$ cat src/design/osc_ui_pkg.sv
package osc_ui_pkg;

    // Datapath widths
    localparam int SETTING_W = 20;
    localparam int OUT_W     = 12;
    localparam int POS_W     = 12;
    localparam int OFS_W     = 11;

    ////////////////////
    // Setting accumulators
    ////////////////////
    localparam logic [SETTING_W-1:0] ADC_RESET_VALUE = 20'd960;
    localparam logic [SETTING_W-1:0] ADC_MIN         = 20'd5;
    localparam logic [SETTING_W-1:0] ADC_RELOAD      = 20'd100;

    // Horizontal command regions, exclusive limits
    localparam logic [POS_W-1:0] ZONE_TRIG_CLK_MAX   = 12'd100;
    localparam logic [POS_W-1:0] ZONE_TRIG_LEVEL_MAX = 12'd500;
    localparam logic [POS_W-1:0] ZONE_ADC_MAX        = 12'd1000;

    // Command lockout after each accepted step
    localparam int HOLD_CYCLES = 1000;

    ////////////////////
    // Display window, inclusive on both ends
    ////////////////////
    localparam logic [POS_W-1:0] DISP_X = 12'd200;
    localparam logic [POS_W-1:0] DISP_W = 12'd600;
    localparam logic [POS_W-1:0] DISP_Y = 12'd100;
    localparam logic [POS_W-1:0] DISP_H = 12'd400;

    // Target of a step command
    typedef enum logic [1:0] {
        SEL_ADC,
        SEL_TRIG_LEVEL,
        SEL_TRIG_CLK
    } setting_sel_t;

endpackage

$ cat src/design/mouse_if.sv
`timescale 1ns/1ns

interface mouse_if;

    // Decoded button levels
    logic left;
    logic right;
    logic middle;

    // Pointer position in screen pixels
    logic [osc_ui_pkg::POS_W-1:0] x;
    logic [osc_ui_pkg::POS_W-1:0] y;

    // Command decode needs all buttons but only the column
    modport ctrl (input left, right, middle, x);

    // Chart drag needs the left button and both coordinates
    modport drag (input left, x, y);

endinterface

$ cat src/design/hold_timer.sv
`timescale 1ns/1ns

module hold_timer #(
    parameter int CYCLES = osc_ui_pkg::HOLD_CYCLES
) (
    input  logic clk,
    input  logic rst,
    input  logic start,
    output logic done
);

    localparam int CNT_W = (CYCLES > 1) ? $clog2(CYCLES) : 1;

    logic             running;
    logic [CNT_W-1:0] remaining;

    // Loaded so that done lands CYCLES cycles after start
    always_ff @(posedge clk) begin
        if (rst) begin
            running   <= 1'b0;
            remaining <= '0;
        end else if (start) begin
            running   <= 1'b1;
            remaining <= CNT_W'(CYCLES - 1);
        end else if (running) begin
            if (remaining == '0) begin
                running <= 1'b0;
            end else begin
                remaining <= remaining - 1'b1;
            end
        end
    end

    // High for the last counted cycle only
    assign done = running && (remaining == '0);

endmodule

$ cat src/design/setting_counter.sv
`timescale 1ns/1ns

module setting_counter #(
    parameter logic [osc_ui_pkg::SETTING_W-1:0] RESET_VALUE = '0,
    parameter bit                               HAS_RELOAD  = 1'b0
) (
    input  logic                        clk,
    input  logic                        rst,
    input  logic                        up,
    input  logic                        dn,
    input  logic                        reload,
    output logic [osc_ui_pkg::OUT_W-1:0] value,
    output logic                        low
);

    // Sixteen steps per output LSB
    localparam int FRAC_W = 4;

    logic [osc_ui_pkg::SETTING_W-1:0] acc;
    logic                             en;

    assign en = up | dn;

    always_ff @(posedge clk) begin
        if (rst) begin
            acc <= RESET_VALUE;
        end else if (en) begin
            if (HAS_RELOAD && reload) begin
                acc <= osc_ui_pkg::ADC_RELOAD;
            end else if (up) begin
                acc <= acc + 1'b1;
            end else begin
                acc <= acc - 1'b1;
            end
        end
    end

    assign value = acc[osc_ui_pkg::OUT_W+FRAC_W-1:FRAC_W];
    assign low   = HAS_RELOAD && (acc < osc_ui_pkg::ADC_MIN);

endmodule

$ cat src/design/ui_controller.sv
`timescale 1ns/1ns

module ui_controller (
    input  logic                     clk,
    input  logic                     rst,
    mouse_if.ctrl                    mouse,
    input  logic                     adc_low,
    input  logic                     hold_done,
    output logic                     step_up,
    output logic                     step_dn,
    output logic                     adc_reload,
    output logic                     hold_start,
    output osc_ui_pkg::setting_sel_t step_sel
);

    typedef enum logic {
        IDLE,
        HOLD
    } state_t;

    state_t                   state;
    logic                     side_btn;
    logic                     mid_cmd;
    logic                     in_clk_zone;
    logic                     in_level_zone;
    logic                     in_adc_zone;
    logic                     cmd_valid;
    logic                     cmd_up;
    logic                     cmd_reload;
    osc_ui_pkg::setting_sel_t cmd_sel;

    ////////////////////
    // Region and button decode
    ////////////////////
    assign side_btn      = mouse.right | mouse.left;
    assign mid_cmd       = mouse.middle & side_btn;
    assign in_clk_zone   = mouse.x < osc_ui_pkg::ZONE_TRIG_CLK_MAX;
    assign in_level_zone = (mouse.x > osc_ui_pkg::ZONE_TRIG_CLK_MAX) &&
                           (mouse.x < osc_ui_pkg::ZONE_TRIG_LEVEL_MAX);
    assign in_adc_zone   = (mouse.x > osc_ui_pkg::ZONE_TRIG_LEVEL_MAX) &&
                           (mouse.x < osc_ui_pkg::ZONE_ADC_MAX);

    // Priority order; right beats left when both are held
    always_comb begin
        cmd_valid  = 1'b0;
        cmd_up     = mouse.right;
        cmd_reload = 1'b0;
        cmd_sel    = osc_ui_pkg::SEL_ADC;
        if (adc_low) begin
            cmd_valid  = 1'b1;
            cmd_up     = 1'b1;
            cmd_reload = 1'b1;
        end else if (mid_cmd && in_adc_zone) begin
            cmd_valid = 1'b1;
        end else if (mid_cmd && in_level_zone) begin
            cmd_valid = 1'b1;
            cmd_sel   = osc_ui_pkg::SEL_TRIG_LEVEL;
        end else if (side_btn && in_clk_zone) begin
            cmd_valid = 1'b1;
            cmd_sel   = osc_ui_pkg::SEL_TRIG_CLK;
        end
    end

    ////////////////////
    // FSM and strobe registers
    ////////////////////
    always_ff @(posedge clk) begin
        if (rst) begin
            state      <= IDLE;
            step_up    <= 1'b0;
            step_dn    <= 1'b0;
            adc_reload <= 1'b0;
            hold_start <= 1'b0;
            step_sel   <= osc_ui_pkg::SEL_ADC;
        end else begin
            // Strobes last a single cycle
            step_up    <= 1'b0;
            step_dn    <= 1'b0;
            adc_reload <= 1'b0;
            hold_start <= 1'b0;
            case (state)
                IDLE: begin
                    if (cmd_valid) begin
                        step_up    <= cmd_up;
                        step_dn    <= ~cmd_up;
                        adc_reload <= cmd_reload;
                        hold_start <= 1'b1;
                        step_sel   <= cmd_sel;
                        state      <= HOLD;
                    end
                end
                HOLD: begin
                    // Buttons are ignored until the timer expires
                    if (hold_done) begin
                        state <= IDLE;
                    end
                end
                default: state <= IDLE;
            endcase
        end
    end

endmodule

$ cat src/design/chart_drag.sv
`timescale 1ns/1ns

module chart_drag (
    input  logic                         clk,
    input  logic                         rst,
    mouse_if.drag                        mouse,
    output logic [osc_ui_pkg::OFS_W-1:0] x_offset,
    output logic [osc_ui_pkg::OFS_W-1:0] y_offset,
    output logic                         x_neg,
    output logic                         y_neg
);

    logic [osc_ui_pkg::POS_W-1:0] anchor_x;
    logic [osc_ui_pkg::POS_W-1:0] anchor_y;
    logic [osc_ui_pkg::POS_W-1:0] dist_x;
    logic [osc_ui_pkg::POS_W-1:0] dist_y;
    logic                         in_win;
    logic                         ax_ge;
    logic                         ay_ge;

    ////////////////////
    // Window test and distances
    ////////////////////
    assign in_win = (mouse.x >= osc_ui_pkg::DISP_X) &&
                    (mouse.x <= osc_ui_pkg::DISP_X + osc_ui_pkg::DISP_W) &&
                    (mouse.y >= osc_ui_pkg::DISP_Y) &&
                    (mouse.y <= osc_ui_pkg::DISP_Y + osc_ui_pkg::DISP_H);

    assign ax_ge  = anchor_x >= mouse.x;
    assign ay_ge  = anchor_y >= mouse.y;
    assign dist_x = ax_ge ? (anchor_x - mouse.x) : (mouse.x - anchor_x);
    assign dist_y = ay_ge ? (anchor_y - mouse.y) : (mouse.y - anchor_y);

    always_ff @(posedge clk) begin
        if (rst) begin
            anchor_x <= '0;
            anchor_y <= '0;
            x_offset <= '0;
            y_offset <= '0;
            x_neg    <= 1'b0;
            y_neg    <= 1'b0;
        end else if (!in_win) begin
            // Anchor tracks the pointer until it enters the window
            anchor_x <= mouse.x;
            anchor_y <= mouse.y;
        end else if (mouse.left) begin
            x_offset <= dist_x[osc_ui_pkg::OFS_W-1:0];
            y_offset <= dist_y[osc_ui_pkg::OFS_W-1:0];
            x_neg    <= ax_ge;
            y_neg    <= ay_ge;
        end
    end

endmodule

$ cat src/design/osc_user_interface.sv
`timescale 1ns/1ns

module osc_user_interface (
    input  logic                         clk,
    input  logic                         rst,
    input  logic                         left_mouse,
    input  logic                         right_mouse,
    input  logic                         middle_mouse,
    input  logic [osc_ui_pkg::POS_W-1:0] xpos,
    input  logic [osc_ui_pkg::POS_W-1:0] ypos,
    output logic [osc_ui_pkg::OFS_W-1:0] x_mouse_pos,
    output logic [osc_ui_pkg::OFS_W-1:0] y_mouse_pos,
    output logic                         minus_x,
    output logic                         minus_y,
    output logic [osc_ui_pkg::OUT_W-1:0] count_adc,
    output logic [osc_ui_pkg::OUT_W-1:0] trigger,
    output logic [osc_ui_pkg::OUT_W-1:0] trig_clk
);

    logic                     step_up;
    logic                     step_dn;
    logic                     adc_reload;
    logic                     hold_start;
    logic                     hold_done;
    logic                     adc_low;
    osc_ui_pkg::setting_sel_t step_sel;
    logic                     adc_hit;
    logic                     level_hit;
    logic                     clk_hit;

    ////////////////////
    // Mouse bundle
    ////////////////////
    mouse_if mouse ();

    assign mouse.left   = left_mouse;
    assign mouse.right  = right_mouse;
    assign mouse.middle = middle_mouse;
    assign mouse.x      = xpos;
    assign mouse.y      = ypos;

    ui_controller ctrl_i (
        .clk        (clk),
        .rst        (rst),
        .mouse      (mouse.ctrl),
        .adc_low    (adc_low),
        .hold_done  (hold_done),
        .step_up    (step_up),
        .step_dn    (step_dn),
        .adc_reload (adc_reload),
        .hold_start (hold_start),
        .step_sel   (step_sel)
    );

    hold_timer hold_i (
        .clk   (clk),
        .rst   (rst),
        .start (hold_start),
        .done  (hold_done)
    );

    ////////////////////
    // Setting counters
    ////////////////////
    // Route strobes to the selected counter
    assign adc_hit   = step_sel == osc_ui_pkg::SEL_ADC;
    assign level_hit = step_sel == osc_ui_pkg::SEL_TRIG_LEVEL;
    assign clk_hit   = step_sel == osc_ui_pkg::SEL_TRIG_CLK;

    setting_counter #(
        .RESET_VALUE (osc_ui_pkg::ADC_RESET_VALUE),
        .HAS_RELOAD  (1'b1)
    ) adc_cnt (
        .clk    (clk),
        .rst    (rst),
        .up     (step_up & adc_hit),
        .dn     (step_dn & adc_hit),
        .reload (adc_reload),
        .value  (count_adc),
        .low    (adc_low)
    );

    setting_counter #(
        .RESET_VALUE ('0),
        .HAS_RELOAD  (1'b0)
    ) trig_level_cnt (
        .clk    (clk),
        .rst    (rst),
        .up     (step_up & level_hit),
        .dn     (step_dn & level_hit),
        .reload (1'b0),
        .value  (trigger),
        .low    ()
    );

    setting_counter #(
        .RESET_VALUE ('0),
        .HAS_RELOAD  (1'b0)
    ) trig_clk_cnt (
        .clk    (clk),
        .rst    (rst),
        .up     (step_up & clk_hit),
        .dn     (step_dn & clk_hit),
        .reload (1'b0),
        .value  (trig_clk),
        .low    ()
    );

    chart_drag drag_i (
        .clk      (clk),
        .rst      (rst),
        .mouse    (mouse.drag),
        .x_offset (x_mouse_pos),
        .y_offset (y_mouse_pos),
        .x_neg    (minus_x),
        .y_neg    (minus_y)
    );

endmodule

$ cat config.mk
export PLATFORM = sky130hd
export DESIGN_NAME = osc_user_interface
export DESIGN_NICKNAME = d
export VERILOG_FILES = /design/src/design/osc_ui_pkg.sv /design/src/design/mouse_if.sv /design/src/design/hold_timer.sv /design/src/design/setting_counter.sv /design/src/design/ui_controller.sv /design/src/design/chart_drag.sv /design/src/design/osc_user_interface.sv
export SDC_FILE = /design/constraint.sdc
export NUM_CORES = 1
export LEC_CHECK = 0
export ABC_AREA = 0
export BUFFER_PORTS_ARGS = -buffer_cell sky130_fd_sc_hd__buf_2
export CORE_AREA = 2 2 128 130
export DETAILED_ROUTE_END_ITERATION = 6
export DIE_AREA = 0 0 130 132
export PLACE_DENSITY = 0.8
export SYNTH_ARGS = -nofsm -noshare
export SYNTH_HDL_FRONTEND = slang
export SYNTH_HIERARCHICAL = 1
export SYNTH_SLANG_ARGS = --single-unit
$ cat constraint.sdc
create_clock -name clk -period 3.9 [get_ports clk]
set_clock_uncertainty 0.05 [all_clocks]
set_input_delay 0.78 -clock clk [delete_from_list [all_inputs] [get_ports clk]]
set_output_delay 0.78 -clock clk [all_outputs]
set_load 0.1 [all_outputs]
==> impl_metrics.env, run 1 <==
export IMPL_max_vdd_ir_drop_mv=0.318
export IMPL_hold_depth=2
export IMPL_pre_cts_ws_ns=0.316
export IMPL_ant_nets=0
export IMPL_grt_pass1_wl_um=37400
export IMPL_clock_sinks=118
export IMPL_drt_first_pass_iters=5
export IMPL_post_route_drc_count=0
export IMPL_cap_viol_max_count=0
export IMPL_nNetsFinal=1358
export IMPL_syn2layout_area_growth_pct=10.6
export IMPL_cellPowerDensity_mw_per_mm2=348
export IMPL_post_cts_buffers=0
export IMPL_n_antenna_cell=0
export IMPL_whs_endpoint="trig_level_cnt/acc[3]$_SDFFE_PP0P_"
export IMPL_regToRegStartpoint="ctrl_i/step_sel[1]$_SDFFE_PP0P_"
export IMPL_critical_path_class="reg -> reg"
export IMPL_hp_class="reg -> reg"
export IMPL_ctsHtreeMaxLevel=4
export IMPL_wl_um=22600
export IMPL_critPathMaxStageDelay_ns=0.51
export IMPL_postSynthCellCount=1196
export IMPL_cts_hold_fix_buffers=0
export IMPL_rr_endpoint="adc_cnt/acc[18]$_SDFFE_PP0P_"
export IMPL_fin_crit_sh_pct=86.5
export IMPL_cts_tree="yes"
export IMPL_rsz0062_at_grt="false"
export IMPL_cp_required_ns=4.17
export IMPL_yosysWarnings=6
export IMPL_reg2reg_depth=11
export IMPL_ctsResizeCount=0
export IMPL_worst_pin_slew_ns=1.12
export IMPL_dieArea_mm2=0.0172
export IMPL_fin_area_mm2=0.0104
export IMPL_end_kind="flip-flop"
export IMPL_placed_area_mm2=0.00977
export IMPL_io_pins=89
export IMPL_cp_max_fo=19
export IMPL_grt_overflow=0
export IMPL_synth_nets=1323
export IMPL_drive_above_1_share_pct=13.5
export IMPL_dr_total_vias=8748
export IMPL_avgSynthCellArea_um2=7.87
export IMPL_clock_latency_ns=0.42
export IMPL_crit_top_cell="a21o_1"
export IMPL_r2r_slack_ns=0.52
export IMPL_gp_congestion=0.954
export IMPL_power_mw=3.62
export IMPL_io_buffers=88
export IMPL_die_w_um=130
export IMPL_clock_path_buffers=2
export IMPL_num_rows=46
export IMPL_fp_dieH_um=132
export IMPL_min_period_ns=3.38
export IMPL_finalSetupTns_ns=0
export IMPL_arrival_ns=3.64
export IMPL_start_util_pct=59.9
export IMPL_setup_ws_ns=0.525
export IMPL_viasPerCell=5.99
export IMPL_final_max_slew_viol_count=0
export IMPL_p_leak_nw=4.58
export IMPL_hold_viol=0
export IMPL_grt_use_total_pct=26.3
export IMPL_worstPathCellList="nor3b_1 > buf_4 > inv_1 > ha_1 > a21o_1 > a21o_1 > a21o_1 > a2111oi_2 > a21oi_1 > or3_1 > a32o_1"
export IMPL_clk_pin_slew_ns=0.06
export IMPL_grt_antenna_before_repair=0
export IMPL_relSlewSlack_pct=25.1
export IMPL_setup_violations_final=0
export IMPL_outcome="finished clean"
export IMPL_grt_pass1_vias=7899
export IMPL_dp_hpwl_um=16300
export IMPL_ctsRootBufferMaster="clkbuf_16"
export IMPL_synthesis_area_mm2=0.00942
export IMPL_startpoint_type="flip-flop"
export IMPL_critPathSlowestCell="inv_1"
export IMPL_cts_made_buffers=17
export IMPL_wl_per_cell_um=15.5
export IMPL_grt_max_degree=61
export IMPL_drt_iter0_drc=650
export IMPL_max_clock_freq_mhz=296
export IMPL_final_core_util_pct=66.3
export IMPL_min_delay_start="trig_level_cnt/acc[3]$_SDFFE_PP0P_"
export IMPL_core_area_mm2=0.0157
[cell type report]
type / instances / area (um^2)
Fill cell: 1322 / 5300
Tap cell: 216 / 270
Clock buffer: 18 / 439
Sequential cell: 118 / 2360
Clock inverter: 14 / 199
Multi-Input combinational cell: 914 / 6300
Timing Repair Buffer: 98 / 531
Inverter: 82 / 308
[sequential cells by signal, indices dropped and copies added (netlist names)]
| signal | count |
|---|---|
| ctrl_i/step_sel | 2 |
| ctrl_i/adc_reload | 1 |
| drag_i/x_neg | 1 |
| drag_i/x_offset | 11 |
| drag_i/y_neg | 1 |
| trig_clk_cnt/acc | 16 |
| ctrl_i/step_up | 1 |
| ctrl_i/step_dn | 1 |
| drag_i/anchor_y | 12 |
| ctrl_i/state | 1 |
| hold_i/running | 1 |
| adc_cnt/acc | 20 |
| drag_i/y_offset | 11 |
| ctrl_i/hold_start | 1 |
| hold_i/remaining | 10 |
| trig_level_cnt/acc | 16 |
| drag_i/anchor_x | 12 |
[cells in the final DEF, fill, tap and decap left out, drive strengths merged, types with 18 or more instances in the layout]
cell	count
a21oi	125
dfxtp	118
nand2	113
buf	98
ha	91
nor2	91
inv	84
o21ai	77
xnor2	36
a211oi	33
nor3	28
a21o	27
nand3	20
nor2b	19
clkbuf	18
[worst max path at each step]
stage                                     from                                to  cells past startpoint
2_1_floorplan  ctrl_i/step_sel[0]$_SDFFE_PP0P_      adc_cnt/acc[18]$_SDFFE_PP0P_                     10
3_3_place_gp                           xpos[2]  drag_i/x_offset[10]$_SDFFE_PP0P_                     10
3_5_place_dp                           xpos[2]  drag_i/x_offset[10]$_SDFFE_PP0P_                     10
4_1_cts        ctrl_i/step_sel[1]$_SDFFE_PP0P_      adc_cnt/acc[18]$_SDFFE_PP0P_                     11
5_1_grt        ctrl_i/step_sel[0]$_SDFFE_PP0P_      adc_cnt/acc[19]$_SDFFE_PP0P_                     11
6_report       ctrl_i/step_sel[1]$_SDFFE_PP0P_      adc_cnt/acc[18]$_SDFFE_PP0P_                     11
[critical path, delay by kind of cell (launching register included)]
| kind | cells | cell delay (ns) |
|---|---|---|
| buf+inv | 2 | 0.68 |
| fa+ha+maj | 1 | 0.42 |
| simple gates | 2 | 0.40 |
| flops | 1 | 0.44 |
| compound gates | 6 | 1.27 |
[per-stage QoR]
step | std cells | hold slack (ns)
floorplan | 1196 | 0.376
global placement | 1428 | 0.394
detailed placement | 1428 | 0.399
CTS | 1460 | 0.407
global route | 1460 | 0.423
finish | 1460 | 0.405
[report_power, final]
group          internal (mW)  switching [mW]
combinational          0.243           0.403
clock                   1.09           0.615
sequential              1.24          0.0296
[metal layers]
metal	share of wire [%]	track usage [%]
met1	48	36.4
met2	45	41.1
met3	5.0	4.79
met4	1.8	9.20
met5	0	0
(Power assumes the default switching activity.)
==> run 2: changes to the inputs <==
Settings changed: CORE_AREA 2 2 128 130 to 2 2 161 163, CTS_BUF_LIST from default to sky130_fd_sc_hd__clkbuf_16, DIE_AREA 0 0 130 132 to 0 0 163 165, PLACE_DENSITY 0.8 to default, RECOVER_POWER from default to 25.
==> run 2 against run 1 <==
Sequential power about the same. Register-to-register slack got worse by 0.04 ns. Via count decreased by 2.7%. First-iteration DRC count decreased by 24%. Global-route usage decreased by 8.9 points. Non-clock buffer count increased by 3. Worst setup slack got worse by 0.044 ns. Sequential share of layout area decreased by 0.19 points.
==> impl_metrics.env, run 2 (synthesized netlist as in run 1, its figures left out) <==
export IMPL_num_rows=58
export IMPL_dieArea_mm2=0.0269
export IMPL_hp_class="reg -> reg"
export IMPL_start_util_pct=37.6
export IMPL_grt_pass1_wl_um=38600
export IMPL_dr_total_vias=8510
export IMPL_cts_made_buffers=17
export IMPL_clk_pin_slew_ns=0.06
export IMPL_core_area_mm2=0.0250
export IMPL_wl_per_cell_um=14.8
export IMPL_power_mw=3.54
export IMPL_ant_nets=0
export IMPL_gp_congestion=0.897
export IMPL_hold_viol=0
export IMPL_min_period_ns=3.42
export IMPL_finalSetupTns_ns=0
export IMPL_rsz0062_at_grt="false"
export IMPL_cp_max_fo=19
export IMPL_startpoint="ctrl_i/step_sel[0]$_SDFFE_PP0P_"
export IMPL_io_pins=89
export IMPL_outcome="finished clean"
export IMPL_clock_latency_ns=0.41
export IMPL_final_max_slew_viol_count=0
export IMPL_grt_pass1_vias=7889
export IMPL_clock_sinks=118
export IMPL_fp_dieH_um=165
export IMPL_arrival_ns=3.67
export IMPL_io_buffers=88
export IMPL_drive_above_1_share_pct=10.8
export IMPL_setup_violations_final=0
export IMPL_startpoint_type="flip-flop"
export IMPL_end_kind="flip-flop"
export IMPL_rr_endpoint="adc_cnt/acc[18]$_SDFFE_PP0P_"
export IMPL_ctsHtreeMaxLevel=4
export IMPL_critical_path_class="reg -> reg"
export IMPL_grt_met2_usage_pct=28.2
export IMPL_die_w_um=163
export IMPL_cts_tree="yes"
export IMPL_syn2layout_area_growth_pct=11.5
export IMPL_grt_use_total_pct=17.4
export IMPL_post_route_drc_count=0
export IMPL_largest_reg_flops=20
export IMPL_top_regs="adc_cnt/acc x20, trig_clk_cnt/acc x16, trig_level_cnt/acc x16"
export IMPL_worst_pin_slew_ns=1.44
export IMPL_cap_viol_max_count=0
export IMPL_cp_required_ns=4.15
export IMPL_layout_common_cells="a21oi_1 (123), dfxtp_1 (118), nand2_1 (113)"
export IMPL_final_common_cell="a21oi_1"
export IMPL_nNetsFinal=1361
export IMPL_grt_max_degree=67
export IMPL_grt_use_met1_pct=23.9
export IMPL_regMostFlops="adc_cnt/acc"
export IMPL_fin_crit_sh_pct=87.7
export IMPL_grt_antenna_before_repair=0
export IMPL_ctsRootBufferMaster="clkbuf_16"
export IMPL_grt_overflow=0
export IMPL_max_vdd_ir_drop_mv=0.246
export IMPL_grt_util_met3_pct=2.69
export IMPL_regToRegStartpoint="ctrl_i/step_sel[0]$_SDFFE_PP0P_"
export IMPL_drt_iter0_drc=497
export IMPL_ctsResizeCount=0
export IMPL_drt_first_pass_iters=5
export IMPL_wl_um=23300
export IMPL_dp_hpwl_um=17400
export IMPL_n_antenna_cell=0
export IMPL_relSlewSlack_pct=4.19
export IMPL_placed_area_mm2=0.00995
export IMPL_p_leak_nw=4.44
export IMPL_post_cts_buffers=0
export IMPL_cts_hold_fix_buffers=0
export IMPL_r2r_slack_ns=0.48
export IMPL_cellPowerDensity_mw_per_mm2=337
export IMPL_max_clock_freq_mhz=292
export IMPL_whs_ns=0.404
export IMPL_viasPerCell=5.40
export IMPL_top_usage_layer="met2"
export IMPL_reg2reg_depth=11
export IMPL_clock_path_buffers=2
export IMPL_fin_area_mm2=0.0105
export IMPL_endpoint="adc_cnt/acc[18]$_SDFFE_PP0P_"
run 2: cell count changes in the layout (fill, tap and decap cells not counted), moves of 3 or more:
cell	previous run	this run
inv_6	3	0
clkinv_1	1	4
clkbuf_1	0	30
buf_2	87	58
run 2: per-layer routing:
layer / wire length, um / part of all wire [%]
met3: 821 / 3.5
met1: 11600 / 50
met4: 329 / 1.4
met2: 10500 / 45
met5: 0 / 0
run 2: worst max-delay path, stage by stage, from the launching register on:
cell       delay (ns)
dfxtp_1          0.46
nor3b_1          0.09
buf_4            0.17
inv_1            0.50
ha_1             0.42
a21o_1           0.22
a21o_1           0.19
a21o_1           0.18
a2111oi_2        0.37
a21oi_1          0.08
or3_1            0.33
a32o_1           0.25
run 2: layout make-up:
type | instances | area [um^2]
clock buffers | 17 | 425
clock inverters | 15 | 188
fillers | 2590 | 14500
inverters | 82 | 308
multi-input cells | 914 | 6280
flip-flops and latches | 118 | 2360
well taps | 330 | 413
repair buffers | 101 | 523
run 2: worst min-delay path by stage:
stage | startpoint | slack (ns) | end | depth (start not counted)
after floorplan | ctrl_i/hold_start$_SDFF_PP0_ | 0.38 | hold_i/remaining[4]$_SDFFE_PP0P_ | 1
after global placement | drag_i/y_offset[1]$_SDFFE_PP0P_ | 0.39 | drag_i/y_offset[1]$_SDFFE_PP0P_ | 2
after detailed placement | drag_i/y_offset[1]$_SDFFE_PP0P_ | 0.40 | drag_i/y_offset[1]$_SDFFE_PP0P_ | 2
after CTS | drag_i/y_offset[1]$_SDFFE_PP0P_ | 0.41 | drag_i/y_offset[1]$_SDFFE_PP0P_ | 2
after global routing | drag_i/y_offset[3]$_SDFFE_PP0P_ | 0.43 | drag_i/y_offset[3]$_SDFFE_PP0P_ | 2
final | drag_i/y_offset[1]$_SDFFE_PP0P_ | 0.40 | drag_i/y_offset[1]$_SDFFE_PP0P_ | 2
run 2: where the power goes:
part	switching, mW	internal [mW]
logic	0.391	0.241
clock network	0.585	1.06
registers	0.0294	1.24
total	1.01	2.54
run 2: stage by stage:
step                setup slack [ns]  util (%)  cells
CTS                            0.499      42.2   1577
floorplan                      0.482         -   1196
finish                         0.481      41.9   1577
global route                   0.305      41.9   1577
global placement               0.383      39.7   1545
detailed placement             0.346      39.7   1545
